## config.mk

```make
export PLATFORM = sky130hd
export DESIGN_NAME = radio_core
export DESIGN_NICKNAME = d
export VERILOG_FILES = /design/src/source/radio_pkg.sv /design/src/source/radio_settings_regs.sv /design/src/source/fe_dc_offset.sv /design/src/source/iq_scaler.sv /design/src/source/radio_output.sv /design/src/source/radio_core.sv
export VERILOG_INCLUDE_DIRS = /design/src /design/src/source
export SDC_FILE = /design/constraint.sdc
export NUM_CORES = 2
export LEC_CHECK = 0
export BUFFER_PORTS_ARGS = -buffer_cell sky130_fd_sc_hd__buf_4
export CORE_MARGIN = 4
export CORE_UTILIZATION = 25
export DETAILED_ROUTE_END_ITERATION = 8
export PLACE_DENSITY = 0.45
export RECOVER_POWER = 50
export SLEW_MARGIN = 15
export SYNTH_ARGS = -nofsm -noshare
export SYNTH_HDL_FRONTEND = slang
export SYNTH_SLANG_ARGS = --single-unit
```

## constraint.sdc

```tcl
create_clock -name radio_clk -period 8.35 [get_ports radio_clk]
set_input_delay 0 -clock radio_clk [delete_from_list [all_inputs] [get_ports radio_clk]]
set_output_delay 0 -clock radio_clk [all_outputs]
set_load 0.01 [all_outputs]
```

## src/source/radio_params.svh

```systemverilog
/*
 * sample and settings bus widths
 * daughterboard settings register map
 * fixed-point constants of the sample scale factor
 */
`ifndef RADIO_PARAMS_SVH
`define RADIO_PARAMS_SVH

`default_nettype none

// ----------------------------------------------------------
// widths
`define RADIO_SAMPLE_W   16          // one I or Q sample
`define SET_ADDR_W       8
`define SET_DATA_W       32

// ----------------------------------------------------------
// daughterboard registers on the settings bus
`define SR_DB_BASE       8'd160
`define SR_MISC_OUT      8'd0        // word driven to the misc pins
`define SR_RUN           8'd1        // bit 1 rx, bit 0 tx
`define SR_DC_OFFSET     8'd2        // I offset high half, Q low half
`define SR_SCALE         8'd3        // signed, low 16 bits used

// scale factor is Q1.14
`define SCALE_FRAC_BITS  14
`define SCALE_UNITY      16'sd16384

`default_nettype wire

`endif

```

## src/source/radio_pkg.sv

```systemverilog
/*
 * sample types of the radio loop
 * I/Q pair struct and the raw/I-Q word union
 */
`include "radio_params.svh"

`default_nettype none

package radio_pkg;

   // one signed I or Q sample
   typedef logic signed [`RADIO_SAMPLE_W-1:0] sample_t;

   // I in the upper half, Q in the lower half, as on the radio pins
   typedef struct packed {
      sample_t i;
      sample_t q;
   } iq_sample_t;

   // a bus word seen either as 32 raw bits or as an I/Q pair
   typedef union packed {
      logic [2*`RADIO_SAMPLE_W-1:0] raw;
      iq_sample_t                   iq;
   } iq_word_u;

endpackage

`default_nettype wire

```

## src/source/radio_settings_regs.sv

```systemverilog
/*
 * settings bus decoder for the daughterboard registers
 * misc output word, run flags, DC offset and scale factor
 */
`timescale 1ns/1ps
`include "radio_params.svh"

`default_nettype none

module radio_settings_regs (
   input  logic                   radio_clk,
   input  logic                   i_reset,
   input  logic                   i_set_stb,
   input  logic [`SET_ADDR_W-1:0] i_set_addr,
   input  logic [`SET_DATA_W-1:0] i_set_data,
   output logic [31:0]            o_misc_out,
   output logic                   o_run_rx,
   output logic                   o_run_tx,
   output logic                   o_rf_run,
   output radio_pkg::iq_word_u    o_dc_offset,
   output radio_pkg::sample_t     o_scale
);

   import radio_pkg::*;

   // ----------------------------------------------------------
   // address decode

   localparam logic [`SET_ADDR_W-1:0] addr_misc  = `SR_DB_BASE + `SR_MISC_OUT;
   localparam logic [`SET_ADDR_W-1:0] addr_run   = `SR_DB_BASE + `SR_RUN;
   localparam logic [`SET_ADDR_W-1:0] addr_dc    = `SR_DB_BASE + `SR_DC_OFFSET;
   localparam logic [`SET_ADDR_W-1:0] addr_scale = `SR_DB_BASE + `SR_SCALE;

   logic wr_misc;
   logic wr_run;
   logic wr_dc;
   logic wr_scale;

   // no acknowledge, a strobe is a write
   assign wr_misc  = i_set_stb && (i_set_addr == addr_misc);
   assign wr_run   = i_set_stb && (i_set_addr == addr_run);
   assign wr_dc    = i_set_stb && (i_set_addr == addr_dc);
   assign wr_scale = i_set_stb && (i_set_addr == addr_scale);

   // ----------------------------------------------------------
   // control registers

   always_ff @(posedge radio_clk) begin
      if (i_reset) begin
         o_misc_out  <= '0;
         o_run_rx    <= 1'b0;
         o_run_tx    <= 1'b0;
         o_rf_run    <= 1'b0;
         o_dc_offset <= '0;
         o_scale     <= `SCALE_UNITY;    // pass samples through unchanged
      end else begin
         if (wr_misc) begin
            o_misc_out <= i_set_data;
         end
         if (wr_run) begin
            o_run_rx <= i_set_data[1];
            o_run_tx <= i_set_data[0];
            // loop enable, same edge as the flags themselves
            o_rf_run <= i_set_data[1] | i_set_data[0];
         end
         if (wr_dc) begin
            o_dc_offset.raw <= i_set_data;   // I high, Q low
         end
         if (wr_scale) begin
            o_scale <= sample_t'(i_set_data[`RADIO_SAMPLE_W-1:0]);
         end
      end
   end

endmodule

`default_nettype wire

```

## src/source/fe_dc_offset.sv

```systemverilog
/*
 * front-end DC offset removal
 * subtracts the I and Q offsets with saturation, gated by run
 */
`timescale 1ns/1ps
`include "radio_params.svh"

`default_nettype none

module fe_dc_offset (
   input  logic                radio_clk,
   input  logic                i_reset,
   input  logic                i_rx_stb,
   input  radio_pkg::iq_word_u i_rx_data,
   input  logic                i_rf_run,
   input  radio_pkg::iq_word_u i_dc_offset,
   output logic                o_dc_stb,
   output radio_pkg::iq_word_u o_dc_data
);

   import radio_pkg::*;

   localparam sample_t s_max = {1'b0, {(`RADIO_SAMPLE_W-1){1'b1}}};
   localparam sample_t s_min = {1'b1, {(`RADIO_SAMPLE_W-1){1'b0}}};

   // difference is one bit wider, clip back to 16
   function automatic sample_t sat_sub(input sample_t a, input sample_t b);
      logic signed [`RADIO_SAMPLE_W:0] d;
      d = a - b;
      if (d[`RADIO_SAMPLE_W] != d[`RADIO_SAMPLE_W-1]) begin
         return d[`RADIO_SAMPLE_W] ? s_min : s_max;
      end
      return d[`RADIO_SAMPLE_W-1:0];
   endfunction

   logic     accept;
   iq_word_u diff;

   assign accept = i_rx_stb & i_rf_run;     // dropped while both run flags clear

   always_comb begin
      diff.iq.i = sat_sub(i_rx_data.iq.i, i_dc_offset.iq.i);
      diff.iq.q = sat_sub(i_rx_data.iq.q, i_dc_offset.iq.q);
   end

   always_ff @(posedge radio_clk) begin
      if (i_reset) begin
         o_dc_stb <= 1'b0;
      end else begin
         o_dc_stb <= accept;
      end
   end

   always_ff @(posedge radio_clk) begin
      if (accept) begin
         o_dc_data <= diff;
      end
   end

endmodule

`default_nettype wire

```

## src/source/iq_scaler.sv

```systemverilog
/*
 * I/Q scale multiply, two pipeline stages
 * stage one full product, stage two shift and saturate
 */
`timescale 1ns/1ps
`include "radio_params.svh"

`default_nettype none

module iq_scaler (
   input  logic                radio_clk,
   input  logic                i_reset,
   input  logic                i_dc_stb,
   input  radio_pkg::iq_word_u i_dc_data,
   input  radio_pkg::sample_t  i_scale,
   output logic                o_scl_stb,
   output radio_pkg::iq_word_u o_scl_data
);

   import radio_pkg::*;

   localparam int prod_w = 2 * `RADIO_SAMPLE_W;

   localparam sample_t s_max = {1'b0, {(`RADIO_SAMPLE_W-1){1'b1}}};
   localparam sample_t s_min = {1'b1, {(`RADIO_SAMPLE_W-1){1'b0}}};

   // drop the fraction (floor), then clip to the sample range
   function automatic sample_t shift_sat(input logic signed [prod_w-1:0] p);
      logic signed [prod_w-1:0] t;
      t = p >>> `SCALE_FRAC_BITS;
      if (t > s_max) begin
         return s_max;
      end else if (t < s_min) begin
         return s_min;
      end
      return t[`RADIO_SAMPLE_W-1:0];
   endfunction

   logic                     stb_s1;
   logic signed [prod_w-1:0] prod_i;
   logic signed [prod_w-1:0] prod_q;

   // ----------------------------------------------------------
   // strobe follows the data, one sample per cycle allowed

   always_ff @(posedge radio_clk) begin
      if (i_reset) begin
         stb_s1    <= 1'b0;
         o_scl_stb <= 1'b0;
      end else begin
         stb_s1    <= i_dc_stb;
         o_scl_stb <= stb_s1;
      end
   end

   // ----------------------------------------------------------
   // stage one, full products

   always_ff @(posedge radio_clk) begin
      if (i_dc_stb) begin
         prod_i <= i_dc_data.iq.i * i_scale;   // 16x16 signed fits in 32
         prod_q <= i_dc_data.iq.q * i_scale;
      end
   end

   // stage two
   always_ff @(posedge radio_clk) begin
      if (stb_s1) begin
         o_scl_data.iq.i <= shift_sat(prod_i);
         o_scl_data.iq.q <= shift_sat(prod_q);
      end
   end

endmodule

`default_nettype wire

```

## src/source/radio_output.sv

```systemverilog
/*
 * output registers toward the radio pins
 * transmit sample and strobe, LEDs, misc word
 */
`timescale 1ns/1ps

`default_nettype none

module radio_output (
   input  logic                radio_clk,
   input  logic                i_reset,
   input  logic                i_scl_stb,
   input  radio_pkg::iq_word_u i_scl_data,
   input  logic                i_run_rx,
   input  logic                i_run_tx,
   input  logic [31:0]         i_misc_out,
   output logic                o_tx_stb,
   output logic [31:0]         o_tx_data,
   output logic [1:0]          o_radio_led,
   output logic [31:0]         o_misc_out
);

   // ----------------------------------------------------------
   // transmit sample, held between strobes

   always_ff @(posedge radio_clk) begin
      if (i_reset) begin
         o_tx_stb  <= 1'b0;
         o_tx_data <= '0;
      end else begin
         o_tx_stb <= i_scl_stb;
         if (i_scl_stb) begin
            o_tx_data <= i_scl_data.raw;
         end
      end
   end

   // ----------------------------------------------------------
   // status and misc pins

   always_ff @(posedge radio_clk) begin
      if (i_reset) begin
         o_radio_led <= 2'b00;
         o_misc_out  <= '0;
      end else begin
         o_radio_led <= {i_run_rx, i_run_tx};   // bit 1 rx, bit 0 tx
         o_misc_out  <= i_misc_out;
      end
   end

endmodule

`default_nettype wire

```

## src/source/radio_core.sv

```systemverilog
/*
 * radio clock core top level
 * settings registers, DC offset, scaler and output registers
 */
`timescale 1ns/1ps
`include "radio_params.svh"

`default_nettype none

module radio_core (
   input  logic                           radio_clk,
   input  logic                           i_reset,
   // settings bus
   input  logic                           i_set_stb,
   input  logic [`SET_ADDR_W-1:0]         i_set_addr,
   input  logic [`SET_DATA_W-1:0]         i_set_data,
   // sample stream
   input  logic                           i_rx_stb,
   input  logic [2*`RADIO_SAMPLE_W-1:0]   i_rx_data,
   output logic                           o_tx_stb,
   output logic [2*`RADIO_SAMPLE_W-1:0]   o_tx_data,
   // pins
   output logic [1:0]                     o_radio_led,
   output logic [31:0]                    o_misc_out
);

   import radio_pkg::*;

   logic [31:0] misc_reg;
   logic        run_rx;
   logic        run_tx;
   logic        rf_run;
   iq_word_u    dc_offset;
   sample_t     scale;

   logic        dc_stb;
   iq_word_u    dc_data;
   logic        scl_stb;
   iq_word_u    scl_data;

   // ----------------------------------------------------------
   // input side

   radio_settings_regs settings_regs_i (
      .radio_clk   (radio_clk),
      .i_reset     (i_reset),
      .i_set_stb   (i_set_stb),
      .i_set_addr  (i_set_addr),
      .i_set_data  (i_set_data),
      .o_misc_out  (misc_reg),
      .o_run_rx    (run_rx),
      .o_run_tx    (run_tx),
      .o_rf_run    (rf_run),
      .o_dc_offset (dc_offset),
      .o_scale     (scale)
   );

   // ----------------------------------------------------------
   // sample processing, 3 cycles

   fe_dc_offset dc_offset_i (
      .radio_clk   (radio_clk),
      .i_reset     (i_reset),
      .i_rx_stb    (i_rx_stb),
      .i_rx_data   (i_rx_data),
      .i_rf_run    (rf_run),
      .i_dc_offset (dc_offset),
      .o_dc_stb    (dc_stb),
      .o_dc_data   (dc_data)
   );

   iq_scaler scaler_i (
      .radio_clk  (radio_clk),
      .i_reset    (i_reset),
      .i_dc_stb   (dc_stb),
      .i_dc_data  (dc_data),
      .i_scale    (scale),
      .o_scl_stb  (scl_stb),
      .o_scl_data (scl_data)
   );

   // output side, one more register
   radio_output output_i (
      .radio_clk   (radio_clk),
      .i_reset     (i_reset),
      .i_scl_stb   (scl_stb),
      .i_scl_data  (scl_data),
      .i_run_rx    (run_rx),
      .i_run_tx    (run_tx),
      .i_misc_out  (misc_reg),
      .o_tx_stb    (o_tx_stb),
      .o_tx_data   (o_tx_data),
      .o_radio_led (o_radio_led),
      .o_misc_out  (o_misc_out)
   );

endmodule

`default_nettype wire

```

## Word-level counts from Yosys, hierarchy flattened

Cells that the tools add are included.

| word-level totals | value |
|---|---|
| logic and storage cells | 57 |
| register bits after elaboration | 281 |
| output and inout port bits | 67 |
| bits of input ports | 76 |

| cells by class | value |
|---|---|
| $add $sub $neg | 2 |
| bitwise logic cells | 2 |
| equality and inequality tests | 6 |
| multiply operators | 2 |
| multiplexer cells | 20 |
| reductions and logical operators | 4 |
| magnitude comparators | 4 |

Operators with widths:

| operator | count |
|---|---|
| $mux 16 | 12 |
| $mul 16x16->32 | 2 |
| $gt 18x16->1 const B | 2 |
| $lt 18x16->1 const B | 2 |
| $sub 16x16->17 | 2 |
| $eq 8x8->1 const B | 4 |
| $mux 1 | 8 |
| $logic_and 1x1->1 | 4 |
| $ne 1x1->1 | 2 |
| $and 1x1->1 | 1 |
| $or 1x1->1 | 1 |

## Depth between registers and ports, before layout

| depth | value |
|---|---|
| depth in word-level cells | 5 |
| depth in mapped cells | 24 |
| gate-level depth less buffers | 23 |

## Modules after synthesis

A second synthesis with hierarchy kept.

| unflattened totals | value |
|---|---|
| cell total of the unflattened synthesis | 3118 |
| area, all modules | 30332.8 um^2 |

Modules (own cells, without submodules):

| module | area each (um^2) | times used | seq. area each (um^2) | cells an instance |
|---|---|---|---|---|
| iq_scaler | 21634.5 | 1 | 2082.0 | 2298 |
| radio_settings_regs | 3440.8 | 1 | 1661.6 | 310 |
| fe_dc_offset | 3148.0 | 1 | 980.9 | 333 |
| radio_output | 2109.5 | 1 | 1341.3 | 177 |

## Worst setup path before layout

OpenSTA, ideal clock, no wires.

| timing | value |
|---|---|
| path type | flip-flop to flip-flop |
| start | reg dc_offset_i.o_dc_data[15] in the netlist's numbering |
| end | reg scaler_i.prod_q[30] (data pin) |
| buffers on the path | 1 |
| setup slack | 1.905 ns |
| period minus slack after synthesis | 6.445 ns |
| stages on the path, launching flop included | 21 |
| data required time | 8.088 ns |
| library setup time | 0.262 ns |
| data arrival time | 6.182 ns |
| cells stage by stage | edfxtp_1 > clkbuf_1 > nand2_1 > inv_1 > fa_1 > fa_1 > fa_1 > fa_1 > fa_1 > inv_1 > fa_1 > inv_1 > ha_1 > and4_1 > and4_1 > a221o_1 > a211oi_2 > o21ai_2 > a211oi_2 > o21bai_1 > xor2_1 |

| between the ends | value |
|---|---|
| longest elaborated chain between the ends | 1 |

Ends and longest elaborated chain:

| item | line | RTL |
|---|---|---|
| from (decl) | fe_dc_offset.sv:18 | `output radio_pkg::iq_word_u o_dc_data` |
| from (signal assigned) | fe_dc_offset.sv:56 | `o_dc_data <= diff;` |
| $mul 16x16->32 | iq_scaler.sv:62 | `prod_q <= i_dc_data.iq.q * i_scale;` |
| to (signal assigned) | iq_scaler.sv:62 |  |
| to (decl) | iq_scaler.sv:41 | `logic signed [prod_w-1:0] prod_q;` |

No other way between the ends.
A chain may end at the register's enable or synchronous reset.

## Worst setup path after layout

| timing | value |
|---|---|
| start | reg settings_regs_i.o_scale[5] |
| end | reg scaler_i.prod_q[30] (data pin) |

| between the ends | value |
|---|---|
| longest elaborated chain between the ends | 1 |

Ends and longest elaborated chain:

| item | line | RTL |
|---|---|---|
| from (decl) | radio_settings_regs.sv:21 | `output radio_pkg::sample_t o_scale` |
| from (signal assigned) | radio_settings_regs.sv:55 | `` o_scale <= `SCALE_UNITY; `` |
| from (signal assigned) | radio_settings_regs.sv:70 | `` o_scale <= sample_t'(i_set_data[`RADIO_SAMPLE_W-1:0]); `` |
| $mul 16x16->32 | iq_scaler.sv:62 |  |

No other way between the ends.

==> metrics.txt <==
GRT Overall Usage 0.1286; postcts setup bufs 0; Die Area between 0.1 and 0.15 sq mm; Leak approximately 15 nW; met2 Usage GRT 0.2080; failing checks max-capacitance violations, max-slew violations; HP Class in2reg; syn avg cell area 9.401 sq um; Num CTS Buffers 35; GR Layer Usage met1 0.1827; fin. max-slew vios between 200 and 250; outcome complete, but fails checks; Max H-tree Level 2; initial antenna violation count 1; mapped cell area roughly 0.03 sq mm; Critical Path Start Type flip-flop; worst path arrival time about 7.2 ns; IO Pins ~140; core area around 0.12 sq mm; drt initial violations 792; post-layout util 0.2872; synth cell count leaders 624 x inv_1, 524 x fa_1, 426 x nand2_1; die height around 350 um; number of synthesized flops with an enable pin 100; distinct cell type count after synthesis 72; CP Capture Type flip-flop; total grt overflow 0; clk_skew between 0.02 and 0.03 ns; Layout Nets 4033; synthesized instance count about 3100; final hold vios 0; RSZ-0062 raised after global routing false; minimum clock period after layout 6.957 ns; GR Layer Usage met3 0.02246; critical path type reg2reg; Worst-path clk slew 0.06 ns; Final Power just under 0.003 W; busiest grt layer met2; CTS tree done; Synth Flop Type dfxtp_1; Starting Density 0.2522; Finish-stage setup viols 0; routed wire length between 70000 and 80000 um; Clock Path Buffers 3; fmax 143.7 MHz; share of the synthesized area in the top cell type 0.3574; n_diodes 0; first-pass GRT wire length about 120000 um; relative max-transition margin -2.057; share of layout cells above drive strength 1 0.05812; period utilization 0.8332; warnings from Yosys 0; post-synthesis net count 3912; Core Rows ~130; Worst Path Max Fanout 19; number of global-route vias before repair 21500; pin count of the biggest net entering global routing between 100 and 150; WHS slightly below 0.05 ns; Power Dens Cells approximately 90 mW/mm^2; final setup TNS 0 ns; post-route ant nets 0; drt wl/cell around 16 um; Root Buffer clkbuf_16; PostCTS Resize Cnt 0; Max rail drop VDD 119.9 uV; Via density 4.179; MaxCap Viol Count 4; most frequent cell after synthesis inv_1; clk sinks between 200 and 300; post-synthesis sequential area ratio 0.2067; fraction of registers with async set/reset 0; DP HPWL 59700 um; first-pass detailed-route iteration total 4; Synth area leaders fa_1 36%, dfxtp_1 10%, edfxtp_1 10%; Skew-Pair Late Insertion Delay 0.55 ns; area grow syn2layout 13.87%; vias between 20000 and 25000; Critical Path RT 8.64 ns; Slew @ Worst Pin approximately 4.6 ns; gpl congestion ~0.80; cell taking the most area after synthesis fa_1; number of synthesized register bits roughly 250; PortBufs ~140; DRC viols 0; Die Width ~350 um
-- worst paths after layout --
kind	start	endpoint	slack, ns	cells past startpoint
setup / recovery	settings_regs_i.o_scale[5]	scaler_i.prod_q[30]	1.39	19
hold / removal	i_rx_data[31]	dc_offset_i.o_dc_data[31]	0.05	4
setup reg to reg	settings_regs_i.o_scale[5]	scaler_i.prod_q[30]	1.39	19
hold reg to reg	settings_regs_i.o_misc_out[3]	output_i.o_misc_out[3]	0.45	1
-- kinds of logic after synthesis --
| family | synth area share |
|---|---|
| AND/OR/NAND/NOR | 0.1574 |
| buffers and inverters | 0.09814 |
| adder cells (fa/ha/maj) | 0.4384 |
| AO/OA/AOI/OAI | 0.05836 |
| flip-flops | 0.2067 |
| XOR/XNOR | 0.02294 |
| multiplexers | 0.01803 |
-- stage by stage --
stage / setup WS [ns] / instances / area, sq um
6_report: 1.393 / 4793 / 33420
5_1_grt: 0.9829 / 4793 / 33420
4_1_cts: 1.357 / 4793 / 33680
3_5_place_dp: 1.359 / 4676 / 31990
3_3_place_gp: 1.479 / 4676 / 31990
2_1_floorplan: 1.905 / 3122 / 29350
-- repair_timing --
action                     4_1_cts  5_1_grt
hold buffers                    54        0
hold endpoints to repair       121        0
setup endpoints to repair        0        0
-- layout by cell type (no fill, tap or decap), types with 5 or more instances in the layout --
cell / n
or3_1: 5
clkbuf_1: 73
dlygate4sd3_1: 54
a21oi_1: 145
nand2_1: 426
clkinv_2: 5
xor2_1: 18
nand2b_1: 11
clkbuf_16: 38
nor2_1: 203
o21ai_1: 8
mux2i_1: 49
o21bai_1: 7
fa_1: 524
nand3_1: 15
edfxtp_1: 100
dfxtp_2: 6
and3_1: 5
ha_1: 190
dfxtp_1: 147
xnor2_1: 57
o21ai_0: 27
nor3_1: 20
inv_1: 624
a21o_1: 13
o21a_1: 24
and2_1: 240
buf_4: 98
nor2b_1: 44
-- cell type report --
class / instances / area, sq um
Clock buffer: 46 / 1021
Clock inverter: 17 / 128.9
Fill cell: 12480 / 82940
Inverter: 624 / 2342
Multi-Input combinational cell: 2108 / 20410
Sequential cell: 253 / 6073
Tap cell: 1524 / 1907
Timing Repair Buffer: 221 / 1535
-- worst max-delay path, cell delays in order (launching register included) --
cell	delay, ns
dfxtp_1	0.82
nand2_1	0.23
fa_1	0.57
inv_1	0.07
fa_1	0.84
fa_1	0.55
fa_1	0.51
fa_1	0.49
inv_1	0.05
fa_1	0.47
inv_1	0.04
ha_1	0.31
and4_1	0.21
and4_1	0.20
a221o_1	0.32
a211oi_2	0.34
o21ai_2	0.16
a211oi_2	0.26
o21bai_1	0.11
xor2_1	0.14
-- layer usage --
layer | wire length (um) | vias to the layer above
met3 | 3584 | 54
met4 | 945 | 0
li1 | - | 9691
met2 | 34630 | 298
met5 | 0 | -
met1 | 38320 | 9989
-- flip-flops by register name, summed over array words and instances (netlist names), 2 cells and up --
name and flops:
settings_regs_i.o_misc_out 32, output_i.o_radio_led 2, scaler_i.prod_q 18, settings_regs_i.o_scale 16
scaler_i.prod_i 18, settings_regs_i.o_dc_offset 32, scaler_i.o_scl_data 32, output_i.o_misc_out 32
dc_offset_i.o_dc_data 32, output_i.o_tx_data 32
-- where the power goes --
part           switching [W]  total [W]  internal [W]
combinational       0.000107   0.000200     0.0000929
sequential        0.00000176    0.00129       0.00128
clock               0.000611    0.00149      0.000874
Note: power is estimated with default switching activity, not from simulation.
